File: src/timer_pkg.sv
// timer package with register offsets, config word layout, widths and shared structs
`default_nettype none

package timer_pkg;

   // ******************************
   // widths
   // ******************************
   localparam int DATA_W    = 32;  // bus and counter width
   localparam int PRESC_W   = 8;   // prescaler compare field
   localparam int REG_OFF_W = 6;   // decoded address bits

   // ******************************
   // register offsets
   // ******************************
   localparam logic [REG_OFF_W-1:0] CFG_LO   = 6'h00;
   localparam logic [REG_OFF_W-1:0] CFG_HI   = 6'h04;
   localparam logic [REG_OFF_W-1:0] VAL_LO   = 6'h08;
   localparam logic [REG_OFF_W-1:0] VAL_HI   = 6'h0C;
   localparam logic [REG_OFF_W-1:0] CMP_LO   = 6'h10;
   localparam logic [REG_OFF_W-1:0] CMP_HI   = 6'h14;
   localparam logic [REG_OFF_W-1:0] START_LO = 6'h18;  // write-only strobe
   localparam logic [REG_OFF_W-1:0] START_HI = 6'h1C;  // write-only strobe
   localparam logic [REG_OFF_W-1:0] RESET_LO = 6'h20;  // write-only strobe
   localparam logic [REG_OFF_W-1:0] RESET_HI = 6'h24;  // write-only strobe

   // one configuration word, msb first
   typedef struct packed {
      logic [15:0]        rsvd_hi;    // bits 31..16
      logic [PRESC_W-1:0] presc_cmp;  // bits 15..8
      logic               rsvd;       // bit 7 reserved
      logic               presc_en;
      logic               one_shot;
      logic               cmp_clr;
      logic               event_en;
      logic               irq_en;
      logic               reset;      // self clearing
      logic               enable;     // bit 0
   } timer_cfg_t;

   // apb request as seen by the register block
   typedef struct packed {
      logic [REG_OFF_W-1:0] paddr;
      logic [DATA_W-1:0]    pwdata;
      logic                 pwrite;
      logic                 psel;
      logic                 penable;
   } apb_req_t;

   // single cycle strobes towards one channel
   typedef struct packed {
      logic              start;
      logic              reset;
      logic              load;        // counter value write
      logic [DATA_W-1:0] load_value;
   } chan_ctrl_t;

endpackage

`default_nettype wire

File: src/timer_counter.sv
// timer_counter: up counter with clear, load, enable and equality compare
`timescale 1ns/100ps
`default_nettype none

module timer_counter
(
   input  logic                        HCLK,
   input  logic                        HRESETn,

   input  logic                        load_i,
   input  logic [timer_pkg::DATA_W-1:0] load_value_i,

   input  logic                        enable_i,
   input  logic                        clear_i,
   input  logic [timer_pkg::DATA_W-1:0] compare_i,

   output logic [timer_pkg::DATA_W-1:0] value_o,
   output logic                        match_o
);

   logic [timer_pkg::DATA_W-1:0] count_q;

   // ******************************
   // counter register
   // ******************************
   // clear beats load, load beats increment
   always_ff @(posedge HCLK, negedge HRESETn)
   begin
      if (!HRESETn)
      begin
         count_q <= '0;
      end
      else if (clear_i)
      begin
         count_q <= '0;
      end
      else if (load_i)
      begin
         count_q <= load_value_i;  // bus write of the value
      end
      else if (enable_i)
      begin
         count_q <= count_q + 1'b1;
      end
   end

   assign value_o = count_q;

   // only flags a match on a cycle that actually counts
   assign match_o = enable_i && (count_q == compare_i);

endmodule

`default_nettype wire

File: src/timer_channel.sv
// timer_channel: enable and clear control, prescaler counter and main counter
`timescale 1ns/100ps
`default_nettype none

module timer_channel
(
   input  logic                         HCLK,
   input  logic                         HRESETn,

   input  timer_pkg::timer_cfg_t        cfg_i,
   input  logic [timer_pkg::DATA_W-1:0] cmp_i,
   input  timer_pkg::chan_ctrl_t        ctrl_i,
   input  logic                         stop_i,

   output logic [timer_pkg::DATA_W-1:0] value_o,
   output logic                         target_reached_o
);

   logic                         run;          // enabled and not frozen
   logic                         presc_en;
   logic                         presc_wrap;
   logic                         presc_clear;
   logic [timer_pkg::DATA_W-1:0] presc_cmp;
   logic                         count_en;
   logic                         count_clear;
   logic                         clear_all;

   // ******************************
   // enables
   // ******************************
   assign run      = cfg_i.enable & ~stop_i;
   assign presc_en = run & cfg_i.presc_en;

   always_comb
   begin
      if (cfg_i.presc_en)
      begin
         count_en = presc_wrap;  // one step per prescaler period
      end
      else
      begin
         count_en = run;
      end
   end

   // ******************************
   // clears
   // ******************************
   // reset bit and reset strobe both hit the two counters
   assign clear_all = cfg_i.reset | ctrl_i.reset;

   // a start strobe also realigns the prescaler phase
   assign presc_clear = clear_all | presc_wrap | ctrl_i.start;
   assign count_clear = clear_all | (cfg_i.cmp_clr & target_reached_o);

   assign presc_cmp = {{(timer_pkg::DATA_W - timer_pkg::PRESC_W){1'b0}}, cfg_i.presc_cmp};

   // ******************************
   // counters
   // ******************************
   timer_counter u_presc
   (
      .HCLK         (HCLK),
      .HRESETn      (HRESETn),
      .load_i       (1'b0),
      .load_value_i ('0),
      .enable_i     (presc_en),
      .clear_i      (presc_clear),
      .compare_i    (presc_cmp),
      .value_o      (),
      .match_o      (presc_wrap)
   );

   timer_counter u_count
   (
      .HCLK         (HCLK),
      .HRESETn      (HRESETn),
      .load_i       (ctrl_i.load),
      .load_value_i (ctrl_i.load_value),
      .enable_i     (count_en),
      .clear_i      (count_clear),
      .compare_i    (cmp_i),
      .value_o      (value_o),
      .match_o      (target_reached_o)  // already qualified by count_en
   );

endmodule

`default_nettype wire

File: src/timer_regs.sv
// timer_regs: apb decode, config and compare registers, strobes and read mux
`timescale 1ns/100ps
`default_nettype none

module timer_regs
(
   input  logic                         HCLK,
   input  logic                         HRESETn,

   input  timer_pkg::apb_req_t          apb_i,

   input  logic                         event_lo_i,
   input  logic                         event_hi_i,
   input  logic [timer_pkg::DATA_W-1:0] value_lo_i,
   input  logic [timer_pkg::DATA_W-1:0] value_hi_i,
   input  logic                         reached_lo_i,
   input  logic                         reached_hi_i,

   output timer_pkg::timer_cfg_t        cfg_lo_o,
   output timer_pkg::timer_cfg_t        cfg_hi_o,
   output logic [timer_pkg::DATA_W-1:0] cmp_lo_o,
   output logic [timer_pkg::DATA_W-1:0] cmp_hi_o,
   output timer_pkg::chan_ctrl_t        ctrl_lo_o,
   output timer_pkg::chan_ctrl_t        ctrl_hi_o,

   output logic [timer_pkg::DATA_W-1:0] prdata_o,
   output logic                         pready_o
);

   logic                         access;
   logic                         wr_en;
   logic                         rd_en;

   timer_pkg::timer_cfg_t        cfg_lo_q, cfg_hi_q;
   timer_pkg::timer_cfg_t        cfg_lo_wr, cfg_hi_wr;  // after bus write only
   timer_pkg::timer_cfg_t        cfg_lo_d, cfg_hi_d;
   logic [timer_pkg::DATA_W-1:0] cmp_lo_q, cmp_hi_q;
   logic [timer_pkg::DATA_W-1:0] cmp_lo_d, cmp_hi_d;

   // start/event set enable over bus write and one-shot clear
   function automatic timer_pkg::timer_cfg_t apply_rules(
      input timer_pkg::timer_cfg_t cfg_q,
      input timer_pkg::timer_cfg_t cfg_wr,
      input logic                  start,
      input logic                  evt,
      input logic                  reached
   );
      timer_pkg::timer_cfg_t cfg_n;

      cfg_n         = cfg_wr;
      cfg_n.rsvd    = 1'b0;
      cfg_n.rsvd_hi = '0;
      if (start || (evt && cfg_wr.event_en))
      begin
         cfg_n.enable = 1'b1;
      end
      else if (cfg_wr.one_shot && reached)
      begin
         cfg_n.enable = 1'b0;  // halt once target is hit
      end
      if (cfg_q.reset)
      begin
         cfg_n.reset = 1'b0;   // reset bit lives for one cycle
      end
      return cfg_n;
   endfunction

   // zero wait, no error
   assign access   = apb_i.psel & apb_i.penable;
   assign wr_en    = access & apb_i.pwrite;
   assign rd_en    = access & ~apb_i.pwrite;
   assign pready_o = access;

   // ******************************
   // write decode
   // ******************************
   always_comb
   begin
      cfg_lo_wr = cfg_lo_q;
      cfg_hi_wr = cfg_hi_q;
      cmp_lo_d  = cmp_lo_q;
      cmp_hi_d  = cmp_hi_q;
      ctrl_lo_o = '{start: 1'b0, reset: 1'b0, load: 1'b0, load_value: apb_i.pwdata};
      ctrl_hi_o = '{start: 1'b0, reset: 1'b0, load: 1'b0, load_value: apb_i.pwdata};

      if (wr_en)
      begin
         case (apb_i.paddr)
            timer_pkg::CFG_LO:   cfg_lo_wr       = apb_i.pwdata;
            timer_pkg::CFG_HI:   cfg_hi_wr       = apb_i.pwdata;
            timer_pkg::VAL_LO:   ctrl_lo_o.load  = 1'b1;
            timer_pkg::VAL_HI:   ctrl_hi_o.load  = 1'b1;
            timer_pkg::CMP_LO:   cmp_lo_d        = apb_i.pwdata;
            timer_pkg::CMP_HI:   cmp_hi_d        = apb_i.pwdata;
            timer_pkg::START_LO: ctrl_lo_o.start = 1'b1;
            timer_pkg::START_HI: ctrl_hi_o.start = 1'b1;
            timer_pkg::RESET_LO: ctrl_lo_o.reset = 1'b1;
            timer_pkg::RESET_HI: ctrl_hi_o.reset = 1'b1;
            default: ;           // unmapped, ignored
         endcase
      end

      cfg_lo_d = apply_rules(cfg_lo_q, cfg_lo_wr, ctrl_lo_o.start, event_lo_i, reached_lo_i);
      cfg_hi_d = apply_rules(cfg_hi_q, cfg_hi_wr, ctrl_hi_o.start, event_hi_i, reached_hi_i);
   end

   always_ff @(posedge HCLK, negedge HRESETn)
   begin
      if (!HRESETn)
      begin
         cfg_lo_q <= '0;
         cfg_hi_q <= '0;
         cmp_lo_q <= '0;
         cmp_hi_q <= '0;
      end
      else
      begin
         cfg_lo_q <= cfg_lo_d;
         cfg_hi_q <= cfg_hi_d;
         cmp_lo_q <= cmp_lo_d;
         cmp_hi_q <= cmp_hi_d;
      end
   end

   assign cfg_lo_o = cfg_lo_q;
   assign cfg_hi_o = cfg_hi_q;
   assign cmp_lo_o = cmp_lo_q;
   assign cmp_hi_o = cmp_hi_q;

   // ******************************
   // read mux
   // ******************************
   always_comb
   begin
      prdata_o = '0;
      if (rd_en)
      begin
         case (apb_i.paddr)
            timer_pkg::CFG_LO: prdata_o = cfg_lo_q;
            timer_pkg::CFG_HI: prdata_o = cfg_hi_q;
            timer_pkg::VAL_LO: prdata_o = value_lo_i;
            timer_pkg::VAL_HI: prdata_o = value_hi_i;
            timer_pkg::CMP_LO: prdata_o = cmp_lo_q;
            timer_pkg::CMP_HI: prdata_o = cmp_hi_q;
            default:           prdata_o = '0;  // strobes and holes read 0
         endcase
      end
   end

endmodule

`default_nettype wire

File: src/apb_timer_unit.sv
// apb_timer_unit: top level with register block, two timer channels, irq and busy
`timescale 1ns/100ps
`default_nettype none

module apb_timer_unit
#(
   parameter int ADDR_W = 12
)
(
   input  logic                         HCLK,
   input  logic                         HRESETn,

   // apb slave
   input  logic [ADDR_W-1:0]            PADDR,
   input  logic [timer_pkg::DATA_W-1:0] PWDATA,
   input  logic                         PWRITE,
   input  logic                         PSEL,
   input  logic                         PENABLE,
   output logic [timer_pkg::DATA_W-1:0] PRDATA,
   output logic                         PREADY,
   output logic                         PSLVERR,

   input  logic                         event_lo_i,
   input  logic                         event_hi_i,
   input  logic                         stoptimer_i,  // freezes both channels

   output logic                         irq_lo_o,
   output logic                         irq_hi_o,
   output logic                         busy_o
);

   timer_pkg::apb_req_t          apb_req;
   timer_pkg::timer_cfg_t        cfg_lo, cfg_hi;
   timer_pkg::chan_ctrl_t        ctrl_lo, ctrl_hi;
   logic [timer_pkg::DATA_W-1:0] cmp_lo, cmp_hi;
   logic [timer_pkg::DATA_W-1:0] value_lo, value_hi;
   logic                         reached_lo, reached_hi;

   // only the low offset bits are decoded
   assign apb_req.paddr   = PADDR[timer_pkg::REG_OFF_W-1:0];
   assign apb_req.pwdata  = PWDATA;
   assign apb_req.pwrite  = PWRITE;
   assign apb_req.psel    = PSEL;
   assign apb_req.penable = PENABLE;

   assign PSLVERR = 1'b0;

   timer_regs u_regs
   (
      .HCLK         (HCLK),
      .HRESETn      (HRESETn),
      .apb_i        (apb_req),
      .event_lo_i   (event_lo_i),
      .event_hi_i   (event_hi_i),
      .value_lo_i   (value_lo),
      .value_hi_i   (value_hi),
      .reached_lo_i (reached_lo),
      .reached_hi_i (reached_hi),
      .cfg_lo_o     (cfg_lo),
      .cfg_hi_o     (cfg_hi),
      .cmp_lo_o     (cmp_lo),
      .cmp_hi_o     (cmp_hi),
      .ctrl_lo_o    (ctrl_lo),
      .ctrl_hi_o    (ctrl_hi),
      .prdata_o     (PRDATA),
      .pready_o     (PREADY)
   );

   // ******************************
   // channels
   // ******************************
   timer_channel u_chan_lo
   (
      .HCLK             (HCLK),
      .HRESETn          (HRESETn),
      .cfg_i            (cfg_lo),
      .cmp_i            (cmp_lo),
      .ctrl_i           (ctrl_lo),
      .stop_i           (stoptimer_i),
      .value_o          (value_lo),
      .target_reached_o (reached_lo)
   );

   timer_channel u_chan_hi
   (
      .HCLK             (HCLK),
      .HRESETn          (HRESETn),
      .cfg_i            (cfg_hi),
      .cmp_i            (cmp_hi),
      .ctrl_i           (ctrl_hi),
      .stop_i           (stoptimer_i),
      .value_o          (value_hi),
      .target_reached_o (reached_hi)
   );

   // irq follows the match in the same cycle
   assign irq_lo_o = reached_lo & cfg_lo.irq_en;
   assign irq_hi_o = reached_hi & cfg_hi.irq_en;
   assign busy_o   = cfg_lo.enable | cfg_hi.enable;

endmodule

`default_nettype wire

File: config.mk
export PLATFORM = sky130hd
export DESIGN_NAME = apb_timer_unit
export DESIGN_NICKNAME = d
export VERILOG_FILES = /design/src/timer_pkg.sv /design/src/timer_counter.sv /design/src/timer_channel.sv /design/src/timer_regs.sv /design/src/apb_timer_unit.sv
export SDC_FILE = /design/constraint.sdc
export NUM_CORES = 1
export LEC_CHECK = 0
export BUFFER_PORTS_ARGS = -buffer_cell sky130_fd_sc_hd__buf_4
export CORE_MARGIN = 10
export CORE_UTILIZATION = 60
export CTS_CLUSTER_DIAMETER = 100
export CTS_CLUSTER_SIZE = 40
export DETAILED_ROUTE_END_ITERATION = 8
export PLACE_DENSITY = 0.91
export SYNTH_ARGS = -nofsm -noshare
export SYNTH_HDL_FRONTEND = slang
export SYNTH_SLANG_ARGS = --single-unit
File: constraint.sdc
create_clock -name HCLK -period 2.45 [get_ports HCLK]
set_input_delay 0 -clock HCLK [delete_from_list [all_inputs] [get_ports HCLK]]
set_output_delay 0 -clock HCLK [all_outputs]
set_load 0.1 [all_outputs]
* Word-level counts from Yosys, hierarchy flattened *
Cells that the tools add are included.

word-level totals
  output and inout bits = 37
  flip-flop bits (word level) = 222
  bits of input ports = 52
  word-level logic and storage cells = 124

cells by class
  mux-type cells = 32
  equal/unequal tests = 13
  add/sub/neg operators = 4
  reduce and logical (&&, ||, !) cells = 31
  bitwise operators = 22

operators by type and width
  cell                                                 number
  2-to-1 mux 32 bit                                    11
  case mux 32 bit (6 select lines)                     1
  adder 32 x 1 -> 32 bit, second input constant        4
  equality test 32 bit                                 2
  equality test 32 x 8 -> 1 bit                        2
  equality test 6 x 5 -> 1 bit, second input constant  4
  2-to-1 mux 6 bit                                     4
  nonzero test 3 bit                                   6
  AND reduction 2 bit                                  8
  2-to-1 mux 1 bit                                     14
  equality test 6 x 4 -> 1 bit, second input constant  2
  equality test 6 bit, second input constant           2
  nonzero test 2 bit                                   6
  AND 1 bit                                            11
  bitwise OR 1 bit                                     9
  logical AND 1 bit                                    8
  equality test 6 x 3 -> 1 bit, second input constant  1
  zero test 6 bit                                      1
  2-to-1 mux 3 bit                                     2
  logical OR 1 bit                                     2
  NOT 1 bit                                            2

* Longest topological paths before layout *
Gate-level depths: netlist of run 1.

  depth after elaboration = 9
  gate-level depth with buffers = 9

* Hierarchy *
From an unflattened synthesis of run 1, not the netlist that was laid out.

second synthesis, totals
  cell total of the unflattened synthesis = 1577
  area total of the unflattened synthesis = 14739.1 um^2

modules (own cells, without submodules)
  module          sequential area each (um^2)  cells each  instances  area an instance (um^2)
  timer_counter   800.8                        273         4          2324.7
  timer_regs      2352.3                       464         1          5322.6
  timer_channel   0.0                          8           2          43.8
  apb_timer_unit  0.0                          5           1          30.0

* Least setup slack after synthesis of run 1 *
Ideal clock, no wire load.

  kind = input to output
  start = input port PSEL
  end = output port PRDATA[21] in the netlist's numbering
  buffers on the path = 3
  arrival = 3030 ps
  stages = 7
  slack = -580 ps
  path through = and2_1 -> nand2b_1 -> clkbuf_1 -> nand2b_1 -> clkbuf_1 -> clkbuf_1 -> a21oi_1

on the way
  word-level cells in the longest chain between the ends = 3

ends and longest elaborated chain
  what               line                  RTL
  start, declared    apb_timer_unit.sv:17  input logic PSEL,
  AND 1 bit          timer_regs.sv:69      assign access = apb_i.psel & apb_i.penable;
  AND 1 bit          timer_regs.sv:71      assign rd_en = access & ~apb_i.pwrite;
  2-to-1 mux 32 bit  timer_regs.sv:136     if (rd_en)
  end, declared      apb_timer_unit.sv:19  output logic [timer_pkg::DATA_W-1:0] PRDATA,

Every way passes these cells.

* Worst setup path after layout of run 1 *
  start = register u_chan_hi.u_presc.count_q, in the netlist u_chan_hi.u_presc.value_o[26]
  end = output port irq_hi_o

on the way
  word-level cells in the longest chain between the ends = 5

ends and longest elaborated chain
  what                           line                  RTL
  start, declared                timer_counter.sv:21   logic [timer_pkg::DATA_W-1:0] count_q;
  start signal, assigned         timer_counter.sv:39   count_q <= load_value_i;
  start signal, assigned         timer_counter.sv:43   count_q <= count_q + 1'b1;
  equality test 32 x 8 -> 1 bit  timer_counter.sv:50   assign match_o = enable_i && (count_q == compare_i);
  logical AND 1 bit              timer_counter.sv:50
  2-to-1 mux 1 bit               timer_channel.sv:36   if (cfg_i.presc_en)
  logical AND 1 bit              timer_counter.sv:50
  AND 1 bit                      apb_timer_unit.sv:98  assign irq_hi_o = reached_hi & cfg_hi.irq_en;
  end, declared                  apb_timer_unit.sv:28  output logic irq_hi_o,

Every way passes these cells.

==> results of run 1 <==
## layout make-up
cell class	instances	area [sq um]	share of cell area [%]
multi-input combinational	993	7390	47.2
clock buffer	12	279	1.78
inverter	38	143	0.911
timing repair buffer	205	1860	11.8
sequential	222	5570	35.6
tap	280	350	2.24
clock inverter	3	70.1	0.447
## state kept, by name (all words and copies together), names as in the netlist
signal,flops
u_regs.cfg_lo_o,15
u_regs.cmp_hi_o,32
u_chan_hi.u_count.value_o,32
u_chan_lo.u_presc.value_o,32
u_regs.cfg_hi_o,15
u_chan_lo.u_count.value_o,32
u_chan_hi.u_presc.value_o,32
u_regs.cmp_lo_o,32
## worst max-delay path: stages (launching register included)
cell and delay, ps:
sky130_fd_sc_hd__dfrtp_1 440, sky130_fd_sc_hd__nor4_2 330, sky130_fd_sc_hd__nand4_1 220, sky130_fd_sc_hd__nor4_4 360
sky130_fd_sc_hd__buf_12 160, sky130_fd_sc_hd__o211ai_1 190, sky130_fd_sc_hd__nor2_2 210, sky130_fd_sc_hd__buf_12 190
## routing by layer
| metal | vias up | routed length [microns] | part of all wire, % | GRT usage, % |
|---|---|---|---|---|
| met5 | - | 0 | 0 | 0 |
| met3 | 171 | 4730 | 11 | 5.56 |
| met2 | 823 | 20400 | 47 | 46.5 |
| li1 | 5134 | - | - | - |
| met1 | 5860 | 15700 | 36 | 36.6 |
| met4 | 0 | 2190 | 5.1 | 13.3 |
## where the power goes
part / switching (mW) / internal (mW) / total [mW]
Combinational: 1.33 / 0.960 / 2.29
Sequential: 0.490 / 3.97 / 4.46
Clock: 1.34 / 0.892 / 2.24
Total: 3.16 / 5.82 / 8.98
## kinds of logic (layout without fill, tap and decap cells)
group                    Yosys count  count (layout)
AND/OR/NAND/NOR                  441             441
AO/OA/AOI/OAI                    272             272
flip-flops                       222             222
XOR/XNOR                         167             167
buffers and inverters            124             258
multiplexers                     108             108
adder cells (fa/ha/maj)            4               4
other                              1               1
## timing repair
item / CTS / global route
setup buffers: 2 / 12
hold buffers: 37 / 0
endpoints found under the hold margin: 315 / 0
cloned: 0 / 0
gates resized for setup: 15 / 36
setup endpoints to repair: 2 / 50
pin swaps: 3 / 10
## cell usage after synthesis (10+ instances only)
master / n / area (sq um)
sky130_fd_sc_hd__nor4_1: 23 / 144
sky130_fd_sc_hd__nand2_1: 82 / 308
sky130_fd_sc_hd__nand3_1: 49 / 245
sky130_fd_sc_hd__nor2_1: 108 / 405
sky130_fd_sc_hd__o31a_1: 10 / 87.6
sky130_fd_sc_hd__a211oi_1: 24 / 180
sky130_fd_sc_hd__a211oi_2: 21 / 263
sky130_fd_sc_hd__buf_1: 11 / 41.3
sky130_fd_sc_hd__mux2_2: 102 / 1150
sky130_fd_sc_hd__inv_1: 38 / 143
sky130_fd_sc_hd__o21ai_0: 17 / 85.1
sky130_fd_sc_hd__o22ai_1: 25 / 156
sky130_fd_sc_hd__a31oi_1: 17 / 106
sky130_fd_sc_hd__dfrtp_1: 222 / 5560
sky130_fd_sc_hd__nor3_1: 23 / 115
sky130_fd_sc_hd__a22oi_1: 51 / 383
sky130_fd_sc_hd__nand4_1: 48 / 300
sky130_fd_sc_hd__and4_1: 14 / 123
sky130_fd_sc_hd__xnor2_1: 112 / 981
sky130_fd_sc_hd__and3_1: 26 / 163
sky130_fd_sc_hd__a21oi_1: 71 / 355
sky130_fd_sc_hd__buf_2: 21 / 105
sky130_fd_sc_hd__clkbuf_1: 44 / 165
sky130_fd_sc_hd__and2_1: 12 / 75.1
sky130_fd_sc_hd__xor2_1: 55 / 482
## final timing paths
kind	slack [ps]	from	depth (start not counted)	end
worst max-delay path	-160	u_chan_hi.u_presc.value_o[26]	7	irq_hi_o
worst min-delay path	50	HRESETn	2	u_chan_lo.u_presc.value_o[13]
worst max register to register	40	u_chan_lo.u_count.value_o[9]	9	u_chan_lo.u_count.value_o[10]
worst min register to register	510	u_regs.cfg_lo_o[1]	1	u_regs.cfg_lo_o[1]
max in group asynchronous	1590	HRESETn	3	u_regs.cfg_hi_o[5]
min in group HCLK	110	PADDR[1]	5	u_chan_hi.u_count.value_o[14]
## stage by stage
step / utilization [%] / hold slack [ps] / power [mW] / cell area (sq um) / TNS [ps]
2_1_floorplan: - / -296 / 5.66 / 13300 / -10830
3_3_place_gp: 67.0 / 37.8 / 6.43 / 14600 / 0
3_5_place_dp: 67.0 / 29.9 / 6.53 / 14600 / 0
4_1_cts: 70.8 / 56.6 / 8.80 / 15400 / -139
5_1_grt: 72.0 / 101 / 9.25 / 15700 / -1480
6_report: 72.0 / 46.9 / 8.98 / 15700 / -180
==> results.txt, run 1 <==
----------------------------------------------------
[Placement]
  DP Worst Slack ... 110 ps
  Count of buffers inserted at the top-level ports ... 81
  Routability cong. ... 1.01
  Cell Count Post-Placement ... 1687
  DP HPWL ... 30.2 mm

[Timing]
  Final Critical Period ... 2610 ps
  Final hold violation count ... 0
  Clock tree skew after final layout ... 25.2 ps
  Worst relative slew slack ... 49.7%
  Tcrit/Tclk final ... 106%
  Unrepaired setup endpoints after global routing ... true
  Setup Viol. Count Final ... 2
  Slew Limit Fails ... 0
  Minimum setup slack in the final design ... -155 ps
  Highest clock frequency the design can meet ... 384 MHz
  Measured slew at the worst slew-check pin ... 755 ps

[Clocking]
  Maximum number of buffers from clock root to sink ... 3
  Clock buffers created by TritonCTS ... 10
  Clock root cell ... sky130_fd_sc_hd__clkbuf_16
  Clock input transition at the sequential cells of the worst setup and hold paths ... 150 ps
  Clock insertion delay at the later pin of the skew report ... 510 ps
  Total number of clock tree sinks ... 222
  Clock tree from TritonCTS ... yes
  Deepest level of the CTS H-tree ... 1

[GRT]
  Global-route usage over all layers ... 28.8%
  Initial antenna violation count ... 0
  Via count of the first global-routing pass ... 12100
  Total congestion overflow after global routing ... 0
  Largest net degree at the start of global routing ... 81
  First-pass GRT wire length ... 66.7 mm

[Detailed routing]
  Post-route DRC violation count ... 0
  Initial detailed-routing violation count ... 1756
  Average routed wire per standard cell ... 24.5 microns
  Number of search-and-repair iterations in the first detailed-routing pass ... 7
  Drt via density ... 6.84
  ANT nets after route ... 0
  Overall routed net length ... 43.0 mm
  Number of vias in the routed layout ... 12000

[Layout]
  FILL cells ... 1442
  # nets final ... 1526
  Layout overhead on the synthesized area ... 18.6%
  Non-filler instance count after layout ... 1753
  Share of post-route cells with drive strength above 1 ... 26.5%
  Commonest non-fill, non-tap cells in the layout ... sky130_fd_sc_hd__dfrtp_1 (211), sky130_fd_sc_hd__buf_4 (149), sky130_fd_sc_hd__nor2_1 (105), sky130_fd_sc_hd__xnor2_1 (105), sky130_fd_sc_hd__mux2_2 (102)
  Count of antenna diodes in the layout ... 0
  Most common library cell in the layout ignoring fill and taps ... sky130_fd_sc_hd__dfrtp_1

[Synth]
  Nets in the synthesized netlist ... 1395
  Fraction of synthesis flops using an asynchronous set or reset pin ... 100%
  Compound-gate portion of the synthesized area ... 15.2%
  Simple-gate portion of the synthesized area ... 18.1%
  Post-Synth XOR/XNOR Area ... 11.1%
  Main synth FF type ... sky130_fd_sc_hd__dfrtp_1
  Number of synthesized register bits ... 222
  Post-synthesis instance total ... 1339
  Number of enable-type register cells in the synthesized netlist ... 0
  Cell variety after synth ... 69
  Post-Synthesis Mean Instance Area ... 9.86 sq um
  Area of the mapped netlist ... 0.0132 sq mm
  Synth Area in Adders ... 0.379%
  Number of synthesis warnings ... 0
  Multiplexer fraction of the synthesized cell area ... 9.15%
  Sequential area share after synthesis ... 42.1%
  Largest family of logic cells by synthesized area ... simple AND/OR/NAND/NOR gates

[Power]
  Peak VDD IR ... 0.512 mV
  Power density relative to cell area ... 574 mW/mm^2
  Leakage ... 6.63 nW

[Floorplan]
  Die boundary width ... 168 microns
  Die footprint ... 0.0283 sq mm
  Count of boundary I/O pins ... 89
  Chip Height ... 168 microns
  Initial cell density of the core ... 60.7%
  # rows ... 54
  Core region area ... 0.0218 sq mm

[Flow run]
  Number of maximum-capacitance violations ... 0

[Setup path]
  Critical path arrival ... 2610 ps
  Critical Path End Type ... output pin
  Worst Path Class, Setup ... reg -> out
  Worst setup SP type ... flip-flop
  Worst endpoint required time ... 2450 ps
  Biggest fanout along the worst timing path ... 4

[Status]
  Result of the run ... complete, but fails checks
  Violated checks ... negative setup slack

[Worst hold path]
  Min-Delay Path Class ... in -> async

----------------------------------------------------
(Power assumes the default switching activity.)
==> run 2, diff against run 1 <==
Settings changed: CORE_MARGIN 10 to 8.
==> run 2 against run 1 <==
- the flow still finishes with violations (negative setup slack)
- clock power is 5% higher
- critical path depth decreased by 1
- first-iteration DRC count down 17%
- clock skew rose by 7.6 ps
- global-route usage rose by 1.8 points
- final cell count rose by 0.29%
- register-to-register slack about the same
- sequential share of layout area decreased by 0.15 points
- critical endpoint is now irq_lo_o
- largest cell class unchanged
==> results.txt, run 2 (synthesis gave the netlist of run 1 again) <==
----------------------------------------------------
[Floorplan]
  Die footprint ... 0.0270 sq mm
  Count of boundary I/O pins ... 89
  Initial cell density of the core ... 60.9%
  Die boundary width ... 164 microns
  # rows ... 54
  Core region area ... 0.0217 sq mm
  Chip Height ... 164 microns

[Worst hold path]
  Min-Delay Path Class ... in -> async

[Layout]
  FILL cells ... 1407
  Register Area ... 0.00556 sq mm
  Share of post-route cells with drive strength above 1 ... 26.7%
  Footprint of the multi-input gates ... 0.00742 sq mm
  Count of antenna diodes in the layout ... 0
  # nets final ... 1530
  Layout overhead on the synthesized area ... 19.0%
  Most common library cell in the layout ignoring fill and taps ... sky130_fd_sc_hd__dfrtp_1
  Commonest non-fill, non-tap cells in the layout ... sky130_fd_sc_hd__dfrtp_1 (216), sky130_fd_sc_hd__buf_4 (157), sky130_fd_sc_hd__nor2_1 (105), sky130_fd_sc_hd__xnor2_1 (104), sky130_fd_sc_hd__mux2_2 (102)
  Final Cell Area ... 0.0157 sq mm

[Setup path]
  Critical path, cell by cell ... xnor2_1 -> nand4_1 -> nor4_4 -> and2_4 -> and3_4 -> buf_12
  Worst r2r src ... u_chan_hi.u_count.value_o[28]
  Critical Path End Type ... output pin
  Worst endpoint required time ... 2450 ps
  Reg2reg end ... u_chan_hi.u_count.value_o[15]
  Worst Path Class, Setup ... reg -> out
  Depth of the most critical reg-to-reg path ... 9
  Cell with the largest stage delay on the worst path ... sky130_fd_sc_hd__dfrtp_1
  Critical path arrival ... 2530 ps
  Number of buffers and inverters on the critical path ... 1
  Worst R2R Setup Slack ... 40 ps
  Source of the critical timing path ... u_chan_lo.u_count.value_o[5]
  Cell family contributing the most delay on the critical path ... simple AND/OR/NAND/NOR gates
  Crit-path max cell delay ... 490 ps
  Biggest fanout along the worst timing path ... 6
  Worst setup SP type ... flip-flop

[Clocking]
  Clock tree from TritonCTS ... yes
  Clock root cell ... sky130_fd_sc_hd__clkbuf_16
  Clock buffers created by TritonCTS ... 11
  Total number of clock tree sinks ... 222
  Clock insertion delay at the later pin of the skew report ... 510 ps
  Deepest level of the CTS H-tree ... 1
  Clock input transition at the sequential cells of the worst setup and hold paths ... 130 ps
  Maximum number of buffers from clock root to sink ... 3

[Detailed routing]
  ANT nets after route ... 0
  Initial detailed-routing violation count ... 1465
  Number of vias in the routed layout ... 12000
  Drt via density ... 6.81
  Average routed wire per standard cell ... 23.9 microns
  Post-route DRC violation count ... 0
  Overall routed net length ... 42.0 mm
  Number of search-and-repair iterations in the first detailed-routing pass ... 9

[Placement]
  Area of placed instances ... 0.0146 sq mm
  DP Worst Slack ... 126 ps
  Routability cong. ... 1.01
  DP HPWL ... 29.3 mm
  Count of buffers inserted at the top-level ports ... 81

[Timing]
  Setup Viol. Count Final ... 2
  Measured slew at the worst slew-check pin ... 724 ps
  Clock tree skew after final layout ... 32.8 ps
  Worst relative slew slack ... 51.8%
  Final Critical Period ... 2530 ps
  Unrepaired setup endpoints after global routing ... true
  Final hold violation count ... 0
  Highest clock frequency the design can meet ... 396 MHz
  Sum of negative setup slack ... -142 ps
  Hold WS ... 12.2 ps
  Minimum setup slack in the final design ... -75.2 ps
  Slew Limit Fails ... 0
  Tcrit/Tclk final ... 103%

[GRT]
  Global-route usage over all layers ... 30.6%
  Via count of the first global-routing pass ... 11700
  Largest net degree at the start of global routing ... 84
  Total congestion overflow after global routing ... 0
  Initial antenna violation count ... 0
  First-pass GRT wire length ... 64.9 mm

[Power]
  Peak VDD IR ... 0.696 mV
  Power density relative to cell area ... 578 mW/mm^2
  Leakage ... 6.67 nW

[Status]
  Violated checks ... negative setup slack
  Result of the run ... complete, but fails checks

[Flow run]
  Number of maximum-capacitance violations ... 0

----------------------------------------------------
==> run 2: metrics by stage <==
step | std cells | util [%] | total power, mW
6_report | 1758 | 72.4 | 9.08
5_1_grt | 1758 | 72.4 | 9.38
4_1_cts | 1751 | 71.5 | 8.90
3_5_place_dp | 1690 | 67.1 | 6.49
3_3_place_gp | 1690 | 67.1 | 6.40
2_1_floorplan | 1339 | - | 5.66
==> run 2: timing repair <==
item / CTS / global route
buffers inserted: 8 / 7
hold buffers: 36 / 0
endpoints found under the setup margin: 2 / 14
resized for setup: 25 / 25
endpoints found under the hold margin: 380 / 0
pin swaps: 7 / 8
==> run 2: worst max path at each step <==
stage / end / slack [ps] / cells after the start
after floorplan: PRDATA[21] / -580 / 7
after global placement: u_chan_lo.u_count.value_o[26] / 180 / 6
after detailed placement: u_chan_lo.u_count.value_o[26] / 130 / 6
after CTS: irq_hi_o / -40 / 7
after global routing: irq_hi_o / -130 / 7
final: irq_lo_o / -80 / 6
==> run 2: worst register-to-register path, cell delays in order, from the launching register on <==
cell,delay [ps]
sky130_fd_sc_hd__dfrtp_1,490
sky130_fd_sc_hd__xnor2_1,380
sky130_fd_sc_hd__nand4_1,150
sky130_fd_sc_hd__nor4_1,220
sky130_fd_sc_hd__buf_4,180
sky130_fd_sc_hd__o211ai_1,190
sky130_fd_sc_hd__buf_4,200
sky130_fd_sc_hd__buf_4,140
sky130_fd_sc_hd__o2111ai_1,190
sky130_fd_sc_hd__o211ai_1,120
==> run 2: layout make-up <==
class | count | share of cell area, %
timing repair buffer | 208 | 11.6
clock inverter | 6 | 0.820
multi-input combinational | 993 | 47.3
tap | 280 | 2.23
inverter | 38 | 0.908
sequential | 222 | 35.4
clock buffer | 11 | 1.75
==> run 2: layer usage <==
| layer | vias up | wire (microns) | GRT usage [%] |
|---|---|---|---|
| li1 | 5150 | - | - |
| met1 | 5849 | 15700 | 39.1 |
| met2 | 804 | 19700 | 49.4 |
| met3 | 171 | 4150 | 5.09 |
| met4 | 0 | 2410 | 15.6 |
| met5 | - | 0 | 0 |
==> run 2: report_power, final <==
part	internal (mW)	switching (mW)	leakage (nW)	total, mW
combinational	0.944	1.33	3.54	2.27
sequential	3.96	0.493	2.94	4.46
clock	0.940	1.42	0.189	2.36
total	5.85	3.24	6.67	9.08
==> run 3, diff against run 2 <==
Settings changed: CELL_PAD_IN_SITES_DETAIL_PLACEMENT set to 1, CELL_PAD_IN_SITES_GLOBAL_PLACEMENT set to 1, CORE_UTILIZATION 60 to 48, PLACE_DENSITY 0.91 to 0.92.
==> run 3 against run 2 <==
- the run still ends with negative setup slack left
- worst setup slack worse by 610 ps
- routed wire length up 68%
- first-iteration DRC count up 65%
- critical path type unchanged
- largest cell class unchanged
- highest routed layer is now met5
==> results.txt, run 3 (synthesis gave the netlist of run 1 again) <==
----------------------------------------------------
[Clocking]
  Clock root cell ... sky130_fd_sc_hd__clkbuf_16
  Clock insertion delay at the later pin of the skew report ... 550 ps
  Clock tree from TritonCTS ... yes
  Maximum number of buffers from clock root to sink ... 3
  Clock input transition at the sequential cells of the worst setup and hold paths ... 170 ps
  Deepest level of the CTS H-tree ... 1
  Clock buffers created by TritonCTS ... 11
  Total number of clock tree sinks ... 222

[Layout]
  Most common library cell in the layout ignoring fill and taps ... sky130_fd_sc_hd__dfrtp_1
  Footprint of the multi-input gates ... 0.00765 sq mm
  Final Cell Area ... 0.0163 sq mm
  Register Area ... 0.00557 sq mm
  Commonest non-fill, non-tap cells in the layout ... sky130_fd_sc_hd__dfrtp_1 (210), sky130_fd_sc_hd__buf_4 (190), sky130_fd_sc_hd__nor2_1 (104), sky130_fd_sc_hd__mux2_2 (102), sky130_fd_sc_hd__xnor2_1 (97)
  Layout overhead on the synthesized area ... 23.2%
  Non-filler instance count after layout ... 1858
  FILL cells ... 2819
  Share of post-route cells with drive strength above 1 ... 30.2%
  # nets final ... 1567

[GRT]
  M1 GR Usage ... 42.1%
  Initial antenna violation count ... 6
  First-pass GRT wire length ... 94.2 mm
  Total congestion overflow after global routing ... 0
  Met2 Track Usage GR ... 59.3%
  Largest net degree at the start of global routing ... 64
  Met3 Usage GRT ... 11.1%
  Via count of the first global-routing pass ... 14400
  Global-route usage over all layers ... 37.2%
  Gr busiest metal ... met2

[Power]
  Combinational fraction of design power ... 29.9%
  Peak VDD IR ... 0.661 mV
  Switching share of power ... 40.2%
  Leakage ... 6.88 nW
  Overall power of the completed layout ... 9.90 mW
  Power density relative to cell area ... 608 mW/mm^2
  Switching component of the power ... 3.98 mW
  Total internal power ... 5.92 mW
  Clock network power share ... 23.5%
  Sequential share of power ... 46.6%

[Floorplan]
  Core region area ... 0.0270 sq mm
  Chip Height ... 182 microns
  Count of boundary I/O pins ... 89
  Initial cell density of the core ... 49.0%
  Die footprint ... 0.0331 sq mm
  Die boundary width ... 182 microns
  # rows ... 60

[Setup path]
  Critical path arrival ... 3130 ps
  Biggest fanout along the worst timing path ... 4
  Critical path, cell by cell ... xnor2_1 -> nand4_1 -> nor4_4 -> and2_4 -> and3_1 -> buf_8
  Critical Path End Type ... output pin
  Worst endpoint required time ... 2450 ps
  Worst setup SP type ... flip-flop
  Cell family contributing the most delay on the critical path ... simple AND/OR/NAND/NOR gates
  Cell with the largest stage delay on the worst path ... sky130_fd_sc_hd__xnor2_1
  Worst Path Class, Setup ... reg -> out
  Crit-path max cell delay ... 660 ps
  Number of buffers and inverters on the critical path ... 1

[Detailed routing]
  Initial detailed-routing violation count ... 2414
  Number of search-and-repair iterations in the first detailed-routing pass ... 8
  Average routed wire per standard cell ... 38.0 microns
  Overall routed net length ... 70.7 mm
  Number of vias in the routed layout ... 14200
  Post-route DRC violation count ... 0
  ANT nets after route ... 0
  Drt via density ... 7.66

[Timing]
  Slew Limit Fails ... 0
  Final hold violation count ... 0
  Highest clock frequency the design can meet ... 319 MHz
  Tcrit/Tclk final ... 128%
  Unrepaired setup endpoints after global routing ... true
  Sum of negative setup slack ... -25670 ps
  Clock tree skew after final layout ... 82.7 ps
  Final Critical Period ... 3130 ps
  Minimum setup slack in the final design ... -683 ps
  Measured slew at the worst slew-check pin ... 852 ps
  Worst relative slew slack ... 43.2%
  Setup Viol. Count Final ... 72

[Placement]
  Cell Count Post-Placement ... 1784
  DP HPWL ... 37.8 mm
  Routability cong. ... 0.964
  Count of buffers inserted at the top-level ports ... 81
  Area of placed instances ... 0.0149 sq mm

[Flow run]
  Number of maximum-capacitance violations ... 0

[Status]
  Violated checks ... negative setup slack
  Result of the run ... complete, but fails checks

[Worst hold path]
  Min-Delay Path Class ... in -> async

----------------------------------------------------
-- run 3: changes by cell type in the layout (fill, tap and decap cells not counted), moves of 3 or more --
cell / previous run / this run
sky130_fd_sc_hd__dfrtp_2: 6 / 12
sky130_fd_sc_hd__a211oi_1: 24 / 20
sky130_fd_sc_hd__nand3_1: 49 / 46
sky130_fd_sc_hd__a211oi_2: 21 / 24
sky130_fd_sc_hd__clkinv_16: 3 / 0
sky130_fd_sc_hd__xnor2_1: 104 / 97
sky130_fd_sc_hd__buf_4: 157 / 190
sky130_fd_sc_hd__dfrtp_1: 216 / 210
sky130_fd_sc_hd__buf_8: 1 / 4
sky130_fd_sc_hd__xnor2_4: 1 / 8
-- run 3: power groups by stage --
stage	sequential, mW	clock [mW]	combinational (mW)
after floorplan	4.31	0	1.36
after global routing	4.60	2.35	2.99
after CTS	4.46	2.21	2.43
after detailed placement	4.49	0	2.23
final	4.61	2.33	2.96
after global placement	4.43	0	2.08
-- run 3: what timing repair did --
item	4_1_cts	5_1_grt
buffers inserted	10	11
hold endpoints to repair	378	0
resized for setup	37	61
hold buffers	35	0
gates cloned	0	0
endpoints found under the setup margin	54	90
pin swaps	12	20
-- run 3: layout make-up --
cell class                 count  area share (%)
clock inverter                 4           0.269
inverter                      38           0.877
multi-input combinational    993            47.0
sequential                   222            34.2
clock buffer                  13            1.74
timing repair buffer         245            13.2
antenna                        2          0.0308
tap                          341            2.62
-- run 3: path summary, 6_finish.rpt --
kind	startpoint	end	slack [ps]	cells past startpoint
min in group HCLK	PADDR[1]	u_regs.cfg_hi_o[0]	120	4
setup reg to reg	u_chan_lo.u_count.value_o[23]	u_chan_lo.u_count.value_o[10]	-500	8
hold reg to reg	u_regs.cfg_hi_o[1]	u_regs.cfg_hi_o[1]	520	1
max in group asynchronous	HRESETn	u_chan_lo.u_count.value_o[7]	1560	3
setup / recovery	u_chan_lo.u_count.value_o[23]	irq_lo_o	-680	6
hold / removal	HRESETn	u_chan_hi.u_count.value_o[14]	7	2
-- run 3: per-stage QoR --
step | util, % | hold WS (ps) | setup slack (ps)
global route | 60.4 | 72.9 | -588
detailed placement | 55.3 | -12.7 | -129
global placement | 55.3 | -12.7 | 62.8
floorplan | - | -296 | -580
finish | 60.4 | 7.05 | -683
CTS | 58.8 | 22.6 | -124
-- run 3: per-layer routing --
metal / wire (microns) / vias to the layer above / part of all wire [%]
li1: - / 5213 / -
met4: 7550 / 6 / 11
met3: 10600 / 646 / 15
met1: 22200 / 6869 / 31
met2: 30200 / 1506 / 43
met5: 41 / - / 0.058
-- run 3: worst reg2reg max path: stages (launching register included) --
cell and delay, ps:
sky130_fd_sc_hd__dfrtp_1 470, sky130_fd_sc_hd__xnor2_1 660, sky130_fd_sc_hd__nand4_1 330, sky130_fd_sc_hd__nor4_4 390, sky130_fd_sc_hd__buf_4 190, sky130_fd_sc_hd__o2111ai_2 170
sky130_fd_sc_hd__nand2_2 170, sky130_fd_sc_hd__buf_4 210, sky130_fd_sc_hd__o21ai_0 190
